**src/isa_pkg.sv**
```systemverilog
package isa_pkg;

    // Major opcodes seen by the checkpoint logic
    typedef enum logic [5:0] {
        op_other = 6'h00,
        op_jal   = 6'h03,
        op_beq   = 6'h04,
        op_bne   = 6'h05
    } opcode_t;

    // Conditional branch format, offset counts words
    typedef struct packed {
        opcode_t            opcode;
        logic [4:0]         rs;
        logic [4:0]         rt;
        logic signed [15:0] offset;
    } branch_fmt_t;

    // Jump format, target counts words within the current 256 MB region
    typedef struct packed {
        opcode_t     opcode;
        logic [25:0] target;
    } jump_fmt_t;

    // Same 32-bit word seen through either format
    typedef union packed {
        branch_fmt_t branch;
        jump_fmt_t   jump;
    } instr_word_t;

endpackage

```
**src/core_pkg.sv**
```systemverilog
package core_pkg;

    // Byte address
    typedef logic [31:0] addr_t;

    // Slot in the 16-entry reorder buffer
    typedef logic [3:0] rob_idx_t;

    // Physical register number
    typedef logic [3:0] phys_idx_t;

    // One bit per physical register, set when free
    typedef logic [15:0] free_list_t;

endpackage

```
**src/branch_decode.sv**
```systemverilog
`timescale 1ns/1ns

module branch_decode #(
    parameter int NUM_CHECKPOINTS = 4
) (
    input  isa_pkg::instr_word_t       instr,
    input  core_pkg::addr_t            pc,
    input  logic                       dispatch_valid,
    input  logic                       complete_valid,
    input  logic [NUM_CHECKPOINTS-1:0] b_mask,
    output logic                       dispatch_ready,
    output logic                       alloc_valid,
    output logic [NUM_CHECKPOINTS-1:0] alloc_tag,
    output logic                       alloc_is_jump,
    output logic                       alloc_pred_taken,
    output core_pkg::addr_t            alloc_pred_target,
    output core_pkg::addr_t            alloc_recovery_pc
);
    import isa_pkg::*;
    import core_pkg::*;

    addr_t pc_plus4;
    addr_t branch_target;
    addr_t jump_target;
    logic  is_branch;
    logic  is_jump;

    // Both formats place the opcode in the same upper bits
    assign is_branch = (instr.branch.opcode == op_beq) || (instr.branch.opcode == op_bne);
    assign is_jump   = (instr.jump.opcode == op_jal);

    assign pc_plus4 = pc + 32'd4;

    // Sign-extended word offset, relative to the next instruction
    assign branch_target = pc_plus4 + {{14{instr.branch.offset[15]}}, instr.branch.offset, 2'b00};

    // Region bits come from pc + 4, the rest from the jump field
    assign jump_target = {pc_plus4[31:28], instr.jump.target, 2'b00};

    // Backward branches are guessed taken, jumps always are
    assign alloc_is_jump     = is_jump;
    assign alloc_pred_taken  = is_jump || instr.branch.offset[15];
    assign alloc_pred_target = is_jump ? jump_target : branch_target;

    // The path not followed is where fetch resumes on a wrong guess
    assign alloc_recovery_pc = alloc_pred_taken ? pc_plus4 : alloc_pred_target;

    // No new branch while every tag is busy or a branch is completing
    assign dispatch_ready = !(&b_mask) && !complete_valid;

    // Lowest clear bit of the live mask
    assign alloc_tag = ~b_mask & (b_mask + {{(NUM_CHECKPOINTS-1){1'b0}}, 1'b1});

    assign alloc_valid = dispatch_valid && dispatch_ready && (is_branch || is_jump);

endmodule

```
**src/branch_stack.sv**
```systemverilog
`timescale 1ns/1ns

module branch_stack #(
    parameter int NUM_CHECKPOINTS = 4,
    parameter int NUM_ARCH_REGS   = 8
) (
    input  logic                                              clock,
    input  logic                                              reset,
    input  logic                                              alloc_valid,
    input  logic [NUM_CHECKPOINTS-1:0]                        alloc_tag,
    input  logic                                              alloc_is_jump,
    input  logic                                              alloc_pred_taken,
    input  core_pkg::addr_t                                   alloc_pred_target,
    input  core_pkg::addr_t                                   alloc_recovery_pc,
    input  logic [NUM_ARCH_REGS*$bits(core_pkg::phys_idx_t)-1:0] map_table_in,
    input  core_pkg::free_list_t                              free_list_in,
    input  core_pkg::rob_idx_t                                rob_tail_in,
    input  logic                                              complete_valid,
    input  logic [NUM_CHECKPOINTS-1:0]                        complete_tag,
    input  logic                                              freed_valid,
    input  core_pkg::free_list_t                              freed_regs,
    input  logic [NUM_CHECKPOINTS-1:0]                        squash_tags,
    output logic [NUM_CHECKPOINTS-1:0]                        b_mask,
    output logic                                              sel_live,
    output logic                                              sel_is_jump,
    output logic                                              sel_pred_taken,
    output core_pkg::addr_t                                   sel_pred_target,
    output core_pkg::addr_t                                   sel_recovery_pc,
    output core_pkg::rob_idx_t                                sel_rob_tail,
    output core_pkg::free_list_t                              sel_free_list,
    output logic [NUM_ARCH_REGS*$bits(core_pkg::phys_idx_t)-1:0] sel_map_table,
    output logic [NUM_CHECKPOINTS*NUM_CHECKPOINTS-1:0]        dep_masks
);
    import core_pkg::*;

    // Checkpoint contents, one slot per tag
    logic                               is_jump_q     [NUM_CHECKPOINTS];
    logic                               pred_taken_q  [NUM_CHECKPOINTS];
    addr_t                              pred_target_q [NUM_CHECKPOINTS];
    addr_t                              recovery_pc_q [NUM_CHECKPOINTS];
    rob_idx_t                           rob_tail_q    [NUM_CHECKPOINTS];
    free_list_t                         free_list_q   [NUM_CHECKPOINTS];
    logic [NUM_ARCH_REGS*4-1:0]         map_table_q   [NUM_CHECKPOINTS];
    logic [NUM_CHECKPOINTS-1:0]         dep_mask_q    [NUM_CHECKPOINTS];

    logic [NUM_CHECKPOINTS-1:0] resolve_clear;

    assign resolve_clear = complete_valid ? complete_tag : '0;
    assign sel_live      = |(complete_tag & b_mask);

    // Read port addressed by the one-hot completing tag
    always_comb begin
        sel_is_jump     = 1'b0;
        sel_pred_taken  = 1'b0;
        sel_pred_target = '0;
        sel_recovery_pc = '0;
        sel_rob_tail    = '0;
        sel_free_list   = '0;
        sel_map_table   = '0;
        for (int i = 0; i < NUM_CHECKPOINTS; i++) begin
            if (complete_tag[i]) begin
                sel_is_jump     = is_jump_q[i];
                sel_pred_taken  = pred_taken_q[i];
                sel_pred_target = pred_target_q[i];
                sel_recovery_pc = recovery_pc_q[i];
                sel_rob_tail    = rob_tail_q[i];
                sel_free_list   = free_list_q[i];
                sel_map_table   = map_table_q[i];
            end
        end
    end

    // Dead slots report an empty mask so they never join a squash
    always_comb begin
        for (int i = 0; i < NUM_CHECKPOINTS; i++) begin
            dep_masks[i*NUM_CHECKPOINTS +: NUM_CHECKPOINTS] = b_mask[i] ? dep_mask_q[i] : '0;
        end
    end

    // Completing tag and its squashed dependents leave together
    always_ff @(posedge clock) begin
        if (reset) begin
            b_mask <= '0;
        end else begin
            b_mask <= (b_mask & ~(resolve_clear | squash_tags)) | (alloc_valid ? alloc_tag : '0);
        end
    end

    always_ff @(posedge clock) begin
        for (int i = 0; i < NUM_CHECKPOINTS; i++) begin
            if (alloc_valid && alloc_tag[i]) begin
                is_jump_q[i]     <= alloc_is_jump;
                pred_taken_q[i]  <= alloc_pred_taken;
                pred_target_q[i] <= alloc_pred_target;
                recovery_pc_q[i] <= alloc_recovery_pc;
                rob_tail_q[i]    <= rob_tail_in;
                free_list_q[i]   <= free_list_in;
                map_table_q[i]   <= map_table_in;
                // New branch depends on every branch still in flight
                dep_mask_q[i]    <= b_mask;
            end else begin
                dep_mask_q[i] <= dep_mask_q[i] & ~resolve_clear;
                if (freed_valid && b_mask[i]) begin
                    free_list_q[i] <= free_list_q[i] | freed_regs;
                end
            end
        end
    end

endmodule

```
**src/branch_resolve.sv**
```systemverilog
`timescale 1ns/1ns

module branch_resolve (
    input  logic            complete_valid,
    input  logic            complete_taken,
    input  core_pkg::addr_t complete_target,
    input  logic            sel_live,
    input  logic            sel_is_jump,
    input  logic            sel_pred_taken,
    input  core_pkg::addr_t sel_pred_target,
    input  core_pkg::addr_t sel_recovery_pc,
    output logic            resolve_fire,
    output logic            mispredict,
    output core_pkg::addr_t correct_pc
);

    logic taken_wrong;
    logic target_wrong;
    logic went_taken;

    // Completions for tags that are not live are dropped here
    assign resolve_fire = complete_valid && sel_live;

    assign taken_wrong  = complete_taken != sel_pred_taken;
    assign target_wrong = complete_target != sel_pred_target;

    // A jump always transfers control
    assign went_taken = complete_taken || sel_is_jump;

    // Jumps only miss on target; branches miss on direction,
    // or on target when the branch was taken
    always_comb begin
        if (!resolve_fire) begin
            mispredict = 1'b0;
        end else if (sel_is_jump) begin
            mispredict = target_wrong;
        end else begin
            mispredict = taken_wrong || (complete_taken && target_wrong);
        end
    end

    assign correct_pc = went_taken ? complete_target : sel_recovery_pc;

endmodule

```
**src/recovery_select.sv**
```systemverilog
`timescale 1ns/1ns

module recovery_select #(
    parameter int NUM_CHECKPOINTS = 4,
    parameter int NUM_ARCH_REGS   = 8
) (
    input  logic                                              clock,
    input  logic                                              reset,
    input  logic                                              resolve_fire,
    input  logic                                              mispredict,
    input  core_pkg::addr_t                                   correct_pc,
    input  logic [NUM_CHECKPOINTS-1:0]                        complete_tag,
    input  logic [NUM_CHECKPOINTS*NUM_CHECKPOINTS-1:0]        dep_masks,
    input  core_pkg::rob_idx_t                                sel_rob_tail,
    input  core_pkg::free_list_t                              sel_free_list,
    input  logic [NUM_ARCH_REGS*$bits(core_pkg::phys_idx_t)-1:0] sel_map_table,
    output logic [NUM_CHECKPOINTS-1:0]                        squash_tags,
    output logic                                              resolve_valid,
    output logic                                              restore_valid,
    output core_pkg::addr_t                                   pc_restore,
    output core_pkg::rob_idx_t                                rob_tail_restore,
    output core_pkg::free_list_t                              free_list_restore,
    output logic [NUM_ARCH_REGS*$bits(core_pkg::phys_idx_t)-1:0] map_table_restore,
    output logic [NUM_CHECKPOINTS-1:0]                        squash_mask
);

    logic restore_fire;

    assign restore_fire = resolve_fire && mispredict;

    // The missed branch plus every live entry that depends on it
    always_comb begin
        squash_tags = '0;
        if (restore_fire) begin
            squash_tags = complete_tag;
            for (int i = 0; i < NUM_CHECKPOINTS; i++) begin
                if (|(dep_masks[i*NUM_CHECKPOINTS +: NUM_CHECKPOINTS] & complete_tag)) begin
                    squash_tags[i] = 1'b1;
                end
            end
        end
    end

    always_ff @(posedge clock) begin
        if (reset) begin
            resolve_valid <= 1'b0;
            restore_valid <= 1'b0;
            squash_mask   <= '0;
        end else begin
            resolve_valid <= resolve_fire;
            restore_valid <= restore_fire;
            squash_mask   <= squash_tags;
        end
    end

    // Restore data reads as zero outside a recovery cycle
    always_ff @(posedge clock) begin
        pc_restore        <= restore_fire ? correct_pc : '0;
        rob_tail_restore  <= restore_fire ? sel_rob_tail : '0;
        free_list_restore <= restore_fire ? sel_free_list : '0;
        map_table_restore <= restore_fire ? sel_map_table : '0;
    end

endmodule

```
**src/speculation_unit.sv**
```systemverilog
`timescale 1ns/1ns

module speculation_unit #(
    parameter int NUM_CHECKPOINTS = 4,
    parameter int NUM_ARCH_REGS   = 8
) (
    input  logic                                              clock,
    input  logic                                              reset,
    input  logic                                              dispatch_valid,
    input  isa_pkg::instr_word_t                              dispatch_instr,
    input  core_pkg::addr_t                                   dispatch_pc,
    input  logic [NUM_ARCH_REGS*$bits(core_pkg::phys_idx_t)-1:0] map_table_in,
    input  core_pkg::free_list_t                              free_list_in,
    input  core_pkg::rob_idx_t                                rob_tail_in,
    input  logic                                              complete_valid,
    input  logic [NUM_CHECKPOINTS-1:0]                        complete_tag,
    input  logic                                              complete_taken,
    input  core_pkg::addr_t                                   complete_target,
    input  logic                                              freed_valid,
    input  core_pkg::free_list_t                              freed_regs,
    output logic                                              dispatch_ready,
    output logic [NUM_CHECKPOINTS-1:0]                        dispatch_tag,
    output logic [NUM_CHECKPOINTS-1:0]                        b_mask,
    output logic                                              restore_valid,
    output core_pkg::addr_t                                   pc_restore,
    output core_pkg::rob_idx_t                                rob_tail_restore,
    output core_pkg::free_list_t                              free_list_restore,
    output logic [NUM_ARCH_REGS*$bits(core_pkg::phys_idx_t)-1:0] map_table_restore,
    output logic [NUM_CHECKPOINTS-1:0]                        squash_mask,
    output logic                                              resolve_valid
);
    import core_pkg::*;

    // Decode to stack
    logic  alloc_valid;
    logic  alloc_is_jump;
    logic  alloc_pred_taken;
    addr_t alloc_pred_target;
    addr_t alloc_recovery_pc;

    // Stack read port for the completing tag
    logic                                      sel_live;
    logic                                      sel_is_jump;
    logic                                      sel_pred_taken;
    addr_t                                     sel_pred_target;
    addr_t                                     sel_recovery_pc;
    rob_idx_t                                  sel_rob_tail;
    free_list_t                                sel_free_list;
    logic [NUM_ARCH_REGS*$bits(phys_idx_t)-1:0] sel_map_table;
    logic [NUM_CHECKPOINTS*NUM_CHECKPOINTS-1:0] dep_masks;

    // Resolve to recovery, and squash back to the stack
    logic                       resolve_fire;
    logic                       mispredict;
    addr_t                      correct_pc;
    logic [NUM_CHECKPOINTS-1:0] squash_tags;

    branch_decode #(.NUM_CHECKPOINTS(NUM_CHECKPOINTS)) u_decode (
        .instr(dispatch_instr), .pc(dispatch_pc), .dispatch_valid(dispatch_valid),
        .complete_valid(complete_valid), .b_mask(b_mask), .dispatch_ready(dispatch_ready),
        .alloc_valid(alloc_valid), .alloc_tag(dispatch_tag), .alloc_is_jump(alloc_is_jump),
        .alloc_pred_taken(alloc_pred_taken), .alloc_pred_target(alloc_pred_target),
        .alloc_recovery_pc(alloc_recovery_pc)
    );

    branch_stack #(.NUM_CHECKPOINTS(NUM_CHECKPOINTS), .NUM_ARCH_REGS(NUM_ARCH_REGS)) u_stack (
        .clock(clock), .reset(reset), .alloc_valid(alloc_valid), .alloc_tag(dispatch_tag),
        .alloc_is_jump(alloc_is_jump), .alloc_pred_taken(alloc_pred_taken),
        .alloc_pred_target(alloc_pred_target), .alloc_recovery_pc(alloc_recovery_pc),
        .map_table_in(map_table_in), .free_list_in(free_list_in), .rob_tail_in(rob_tail_in),
        .complete_valid(complete_valid), .complete_tag(complete_tag),
        .freed_valid(freed_valid), .freed_regs(freed_regs), .squash_tags(squash_tags),
        .b_mask(b_mask), .sel_live(sel_live), .sel_is_jump(sel_is_jump),
        .sel_pred_taken(sel_pred_taken), .sel_pred_target(sel_pred_target),
        .sel_recovery_pc(sel_recovery_pc), .sel_rob_tail(sel_rob_tail),
        .sel_free_list(sel_free_list), .sel_map_table(sel_map_table), .dep_masks(dep_masks)
    );

    branch_resolve u_resolve (
        .complete_valid(complete_valid), .complete_taken(complete_taken),
        .complete_target(complete_target), .sel_live(sel_live), .sel_is_jump(sel_is_jump),
        .sel_pred_taken(sel_pred_taken), .sel_pred_target(sel_pred_target),
        .sel_recovery_pc(sel_recovery_pc), .resolve_fire(resolve_fire),
        .mispredict(mispredict), .correct_pc(correct_pc)
    );

    recovery_select #(.NUM_CHECKPOINTS(NUM_CHECKPOINTS), .NUM_ARCH_REGS(NUM_ARCH_REGS)) u_recovery (
        .clock(clock), .reset(reset), .resolve_fire(resolve_fire), .mispredict(mispredict),
        .correct_pc(correct_pc), .complete_tag(complete_tag), .dep_masks(dep_masks),
        .sel_rob_tail(sel_rob_tail), .sel_free_list(sel_free_list),
        .sel_map_table(sel_map_table), .squash_tags(squash_tags),
        .resolve_valid(resolve_valid), .restore_valid(restore_valid),
        .pc_restore(pc_restore), .rob_tail_restore(rob_tail_restore),
        .free_list_restore(free_list_restore), .map_table_restore(map_table_restore),
        .squash_mask(squash_mask)
    );

endmodule

```
**config.mk**
```make
export PLATFORM = sky130hd
export DESIGN_NAME = speculation_unit
export DESIGN_NICKNAME = d
export VERILOG_FILES = /design/src/isa_pkg.sv /design/src/core_pkg.sv /design/src/branch_decode.sv /design/src/branch_stack.sv /design/src/branch_resolve.sv /design/src/recovery_select.sv /design/src/speculation_unit.sv
export SDC_FILE = /design/constraint.sdc
export NUM_CORES = 1
export LEC_CHECK = 0
export BUFFER_PORTS_ARGS = -buffer_cell sky130_fd_sc_hd__buf_2
export CORE_MARGIN = 10
export CORE_UTILIZATION = 59
export CTS_BUF_LIST = sky130_fd_sc_hd__clkbuf_16
export DETAILED_ROUTE_END_ITERATION = 7
export PLACE_DENSITY = 0.8
export SETUP_SLACK_MARGIN = 0.1
export SLEW_MARGIN = 5
export SYNTH_ARGS = -nofsm -noshare
export SYNTH_HDL_FRONTEND = slang
export SYNTH_HIERARCHICAL = 1
export SYNTH_SLANG_ARGS = --single-unit
```
**constraint.sdc**
```tcl
create_clock -name clock -period 5 [get_ports clock]
set_input_delay 0.75 -clock clock [delete_from_list [all_inputs] [get_ports clock]]
set_output_delay 0.75 -clock clock [all_outputs]
set_load 0.02 [all_outputs]
```
# Word-level counts from Yosys, hierarchy flattened
# Memory sizes are Yosys's and may differ from the RTL's.
# Index checks and enable logic that the tools add are counted.
# totals
regBits	94
ramBits	488
in_bits	174
output_inout_bits	99
wordCells	227
n_memories	8
# memory_table
name	words	width	read_ports	rd_ports_with_merged_regs	write_ports	line_no	text
u_stack.map_table_q	4	32	4	0	1	branch_stack.sv:43	logic [NUM_ARCH_REGS*4-1:0] map_table_q [NUM_CHECKPOINTS];
u_stack.pred_target_q	4	32	4	0	1	branch_stack.sv:39	addr_t pred_target_q [NUM_CHECKPOINTS];
u_stack.recovery_pc_q	4	32	4	0	1	branch_stack.sv:40	addr_t recovery_pc_q [NUM_CHECKPOINTS];
u_stack.free_list_q	4	16	4	0	4	branch_stack.sv:42	free_list_t free_list_q [NUM_CHECKPOINTS];
u_stack.dep_mask_q	4	4	4	0	4	branch_stack.sv:44	logic [NUM_CHECKPOINTS-1:0] dep_mask_q [NUM_CHECKPOINTS];
u_stack.rob_tail_q	4	4	4	0	1	branch_stack.sv:41	rob_idx_t rob_tail_q [NUM_CHECKPOINTS];
2 more memories	--	--	--	--	--	--	
# classes
n_addsub	3
n_eq_ne	5
muxes	130
bitwise	28
n_reduce_logical	45
# op_table
cell	n
$mux W32	24
$reduce_or A32 Y1	9
$mux W16	8
$mux W4	18
$or A16 B16 Y16	4
$mux W1	62
$and A4 B4 Y4	11
$mux W2	18
$add A32 B3 Y32 const B	1
$add A32 B32 Y32	1
$ne A32 B32 Y1	1
$reduce_or A4 Y1	8
$logic_and A1 B1 Y1	14
$eq A6 B3 Y1 const B	2
$not A4 Y4	3
$or A1 B1 Y1	8
$or A4 B4 Y4	2
$eq A6 B2 Y1 const B	1
$reduce_or A1 Y1	6
$logic_or A1 B1 Y1	5
$add A4 B1 Y4 const B	1
$reduce_and A4 Y1	1
$logic_not A1 Y1	2
$ne A1 B1 Y1	1

# Longest topological paths before layout
# An unclocked memory read counts as a cell.
# logic_depth
depth_word	16
depth_mapped	17

# Hierarchy
# Netlist, hierarchy kept.
# by_module_without_submodules
module	instances	cells_per_inst	area_per_inst_um2	seq_area_each_um2
branch_stack	1	1227	18630.4	14574.0
branch_decode	1	472	2989.1	0.0
recovery_select	1	212	2573.7	1801.7
branch_resolve	1	83	758.2	0.0

# Least setup slack after synthesis
# OpenSTA, ideal clock, no wires.
# synth_path
kind	reg-to-reg
start	register u_stack.b_mask[1]
end	memory u_stack/free_list_q[3][10] (netlist name) (data pin)
setup_time_ns	0.152
t_arrival_ns	3.200
path_slack_ns	1.648
stages_incl_launch_ff	8
synth_period_minus_slack_ns	3.352
cell_sequence	dfxtp_1 nand2_1 nor3b_1 nand2_2 inv_1 buf_2 o21ai_0 o21ai_0
# synth_rtl
item	line_no	text
from (decl)	branch_stack.sv:23	output logic [NUM_CHECKPOINTS-1:0] b_mask,
from (signal assigned)	branch_stack.sv:85	b_mask <= (b_mask & ~(resolve_clear | squash_tags)) | (alloc_valid ? alloc_tag : '0);
to (decl)	branch_stack.sv:42	

==> report_table.html <==
<table>
<tr><th>Metric</th><th>Value</th></tr>
<tr><th colspan="2">Clock network</th></tr>
<tr><td>Number of buffers on the longest clock path</td><td>3</td></tr>
<tr><td>Clock-pin slew on the worst setup and hold paths</td><td>0.06 ns</td></tr>
<tr><td>Clock tree from TritonCTS</td><td>done</td></tr>
<tr><td>Root buf cell</td><td>sky130_fd_sc_hd__clkbuf_16</td></tr>
<tr><td>Number of buffers inserted during clock tree synthesis</td><td>55</td></tr>
<tr><td>CTS H-Tree Depth</td><td>2</td></tr>
<tr><td>Clk Latency, worst-skew pair</td><td>0.62 ns</td></tr>
<tr><td># clock sinks</td><td>578</td></tr>
<tr><td>Post-CTS sizing</td><td>0</td></tr>
<tr><td># hold bufs at CTS</td><td>0</td></tr>
<tr><td>Post-CTS setup buffer count</td><td>0</td></tr>
<tr><th colspan="2">Power and ir drop</th></tr>
<tr><td>Clock power share</td><td>0.384</td></tr>
<tr><td>Worst vdd ir</td><td>0.2649 mV</td></tr>
<tr><td>Net switching share of the total power</td><td>0.2329</td></tr>
<tr><td>Cell-internal power</td><td>0.007773 W</td></tr>
<tr><td>Share of total power in combinational logic</td><td>0.093</td></tr>
<tr><td>Static Leakage</td><td>10.74 nW</td></tr>
<tr><td>Pwr Density</td><td>358.1 nW/um^2</td></tr>
<tr><td>Sequential fraction of design power</td><td>0.522</td></tr>
<tr><td>Net Switching</td><td>0.002360 W</td></tr>
<tr><td>Power, Total</td><td>0.01013 W</td></tr>
<tr><th colspan="2">Logic synthesis</th></tr>
<tr><td>Netlist Area Pre-Place</td><td>24,800 um^2</td></tr>
<tr><td>Mean area per synthesized cell</td><td>12.56 um^2</td></tr>
<tr><td>Synthesis warning total</td><td>6</td></tr>
<tr><td>Cell count after synthesis</td><td>1,974</td></tr>
<tr><td>Post-Synthesis Net Count</td><td>2,186</td></tr>
<tr><th colspan="2">Outcome</th></tr>
<tr><td>Run status</td><td>finished, final reports clean</td></tr>
<tr><th colspan="2">Timing</th></tr>
<tr><td>Clock skew after layout</td><td>0.01933 ns</td></tr>
<tr><td>Transition at the pin with the smallest max-transition slack</td><td>0.9459 ns</td></tr>
<tr><td>Max-slew violation total from the final report</td><td>0</td></tr>
<tr><td>Maximum frequency from static timing analysis</td><td>238.7 MHz</td></tr>
<tr><td>Fin crit period</td><td>4.190 ns</td></tr>
<tr><td>Worst hold slack</td><td>0.3452 ns</td></tr>
<tr><td>Worst max-slew margin expressed relative to the limit</td><td>0.3694</td></tr>
<tr><td>Crit path setup slack, layout</td><td>0.8101 ns</td></tr>
<tr><td>Final setup viols</td><td>0</td></tr>
<tr><td>Accumulated negative setup slack</td><td>0 ns</td></tr>
<tr><td>Hold Fails Final Rpt</td><td>0</td></tr>
<tr><td>Final critical-path share of the clock period</td><td>0.8380</td></tr>
<tr><td>Setup repair after global routing missed its margin</td><td>no</td></tr>
<tr><th colspan="2">Critical path</th></tr>
<tr><td>Endpoint of the lowest-slack register-to-register path</td><td>u_recovery/pc_restore[18]</td></tr>
<tr><td>WP data arrival</td><td>4.51 ns</td></tr>
<tr><td>Register-to-register setup slack</td><td>1.87 ns</td></tr>
<tr><td>Startpoint type of the worst setup path</td><td>primary input</td></tr>
<tr><td>Endpoint type of the worst setup path</td><td>flip-flop</td></tr>
<tr><td>Required time of the worst setup path</td><td>5.32 ns</td></tr>
<tr><td>Setup Crit Path Kind</td><td>primary input to flip-flop</td></tr>
<tr><td>Setup crit start</td><td>dispatch_pc[4]</td></tr>
<tr><td>Maximum fanout encountered on the critical timing path</td><td>7</td></tr>
<tr><td>Setup crit end</td><td>u_stack/recovery_pc_q[0][30]</td></tr>
<tr><td>Logic depth of the worst register-to-register path</td><td>9</td></tr>
<tr><td>Startpoint of the worst-slack reg-to-reg timing path</td><td>u_stack/pred_target_q[1][24]</td></tr>
<tr><th colspan="2">Detailed routing</th></tr>
<tr><td>Starting DRC count in detailed routing</td><td>2,527</td></tr>
<tr><td>Remaining antenna violation count after routing</td><td>0</td></tr>
<tr><td>Post-DR wirelength/cell</td><td>24.81 um</td></tr>
<tr><td>Total Routed Length</td><td>69,710 um</td></tr>
<tr><td>Via density</td><td>6.474</td></tr>
<tr><td>Post-detailed-route DRC marker count</td><td>0</td></tr>
<tr><td>DRT Pass-1 Iters</td><td>6</td></tr>
<tr><td>Routed vias</td><td>18,190</td></tr>
<tr><th colspan="2">Layout</th></tr>
<tr><td>Fillers</td><td>2,931</td></tr>
<tr><td>Area used by multi-input combinational logic</td><td>7804 um^2</td></tr>
<tr><td>Most used cells in the layout excluding fill and tap cells</td><td>sky130_fd_sc_hd__edfxtp_1, sky130_fd_sc_hd__buf_2, sky130_fd_sc_hd__a21oi_1</td></tr>
<tr><td>Register area</td><td>16,300 um^2</td></tr>
<tr><td>Most common cell after layout, fill and taps aside</td><td>sky130_fd_sc_hd__edfxtp_1</td></tr>
<tr><td>NumNets Final</td><td>2,433</td></tr>
<tr><td>Signed area change from the synthesized netlist to the final layout</td><td>14.12%</td></tr>
<tr><td>Fraction of final layout cells with drive strength greater than 1</td><td>0.1985</td></tr>
<tr><th colspan="2">Floorplan</th></tr>
<tr><td>Placeable core region</td><td>41,760 um^2</td></tr>
<tr><td>Die span in y</td><td>225.0 um</td></tr>
<tr><td>Number of top-level pins</td><td>273</td></tr>
<tr><td>Die boundary width</td><td>225.0 um</td></tr>
<tr><td>Placement row count</td><td>75</td></tr>
<tr><td>Starting Density</td><td>0.5938</td></tr>
<tr><td>Die footprint</td><td>50,630 um^2</td></tr>
<tr><th colspan="2">Flow run</th></tr>
<tr><td>Reported max-cap violation count</td><td>0</td></tr>
<tr><th colspan="2">GRT</th></tr>
<tr><td>Number of antenna violations at the first check in global routing</td><td>6</td></tr>
<tr><td>First-pass GRT wire length</td><td>104,500 um</td></tr>
<tr><td>GR Util All Layers</td><td>0.2667</td></tr>
<tr><td>Grt ovf</td><td>0</td></tr>
<tr><td>Pin count of the biggest net entering global routing</td><td>88</td></tr>
<tr><td>Number of global-route vias before repair</td><td>18,110</td></tr>
<tr><th colspan="2">Min path</th></tr>
<tr><td>Beginning of the worst hold path</td><td>map_table_in[26]</td></tr>
<tr><td>Worst hold-check path type</td><td>primary input to flip-flop</td></tr>
<tr><th colspan="2">Placement</th></tr>
<tr><td># port buffers</td><td>272</td></tr>
<tr><td>Setup slack at placement</td><td>0.2573 ns</td></tr>
<tr><td>Detailed Place HPWL</td><td>44,180 um</td></tr>
<tr><td>Final estimated routing congestion in global placement</td><td>0.8714</td></tr>
</table>
-- layout make-up --
class	count	area share
sequential	578	0.5758
multi-input combinational	1252	0.2758
timing repair buffer	315	0.06181
clock buffer	57	0.05040
tap	539	0.02383
clock inverter	46	0.009064
inverter	19	0.002918
antenna	4	0.0003537
-- worst min path at each step --
stage               slack (ns)  cells after the start                         end
finish                    0.35                      1  u_stack/map_table_q[0][26]
global route              0.34                      1  u_stack/map_table_q[2][22]
CTS                       0.32                      1  u_stack/map_table_q[3][15]
detailed placement        0.45                      2    u_stack/dep_mask_q[1][3]
global placement          0.44                      2    u_stack/dep_mask_q[3][1]
floorplan                 0.43                      2    u_stack/dep_mask_q[0][1]
-- power by group through the flow --
stage | clock (W) | combinational (W) | sequential, W
2_1_floorplan | 0 | 0.000579 | 0.00540
3_3_place_gp | 0 | 0.000889 | 0.00540
3_5_place_dp | 0 | 0.000922 | 0.00540
4_1_cts | 0.00394 | 0.000929 | 0.00529
5_1_grt | 0.00413 | 0.00102 | 0.00529
6_report | 0.00389 | 0.000946 | 0.00529
-- state kept, by name (all words and copies together), names as in the netlist --
register / count
u_recovery/free_list_restore: 16
u_recovery/map_table_restore: 32
u_recovery/pc_restore: 32
u_recovery/resolve_valid: 1
u_recovery/restore_valid: 1
u_recovery/rob_tail_restore: 4
u_recovery/squash_mask: 4
u_stack/b_mask: 4
u_stack/dep_mask_q: 12
u_stack/free_list_q: 64
u_stack/is_jump_q: 4
u_stack/map_table_q: 128
u_stack/pred_taken_q: 4
u_stack/pred_target_q: 128
u_stack/recovery_pc_q: 128
u_stack/rob_tail_q: 16
-- metal layers --
layer / up-vias / GRT usage / part of all wire
met3: 130 / 0.05153 / 0.10
met2: 1146 / 0.4468 / 0.49
met4: 4 / 0.09278 / 0.026
met1: 8879 / 0.3415 / 0.39
met5: - / 0 / 0.00030
li1: 8034 / - / -
-- worst max-delay path: stages --
cell	delay, ns
sky130_fd_sc_hd__buf_2	0.12
sky130_fd_sc_hd__and4_1	0.27
sky130_fd_sc_hd__and4_1	0.31
sky130_fd_sc_hd__nand3_1	0.25
sky130_fd_sc_hd__nor2_1	0.19
sky130_fd_sc_hd__xnor2_1	0.18
sky130_fd_sc_hd__ha_1	0.37
sky130_fd_sc_hd__a21o_1	0.25
sky130_fd_sc_hd__a221o_1	0.35
sky130_fd_sc_hd__a21o_1	0.20
sky130_fd_sc_hd__nand2_1	0.07
sky130_fd_sc_hd__o211ai_1	0.13
sky130_fd_sc_hd__and3_1	0.21
sky130_fd_sc_hd__a2111oi_4	0.35
sky130_fd_sc_hd__xor2_1	0.33
sky130_fd_sc_hd__a21oi_1	0.18
-- metrics by stage --
stage | cells | utilization | area [um^2]
floorplan | 1974 | - | 24800
global placement | 2703 | 0.6371 | 26610
detailed placement | 2703 | 0.6371 | 26610
CTS | 2806 | 0.6774 | 28290
global route | 2808 | 0.6775 | 28290
finish | 2810 | 0.6777 | 28300
Power figures use the tool's default switching activity.
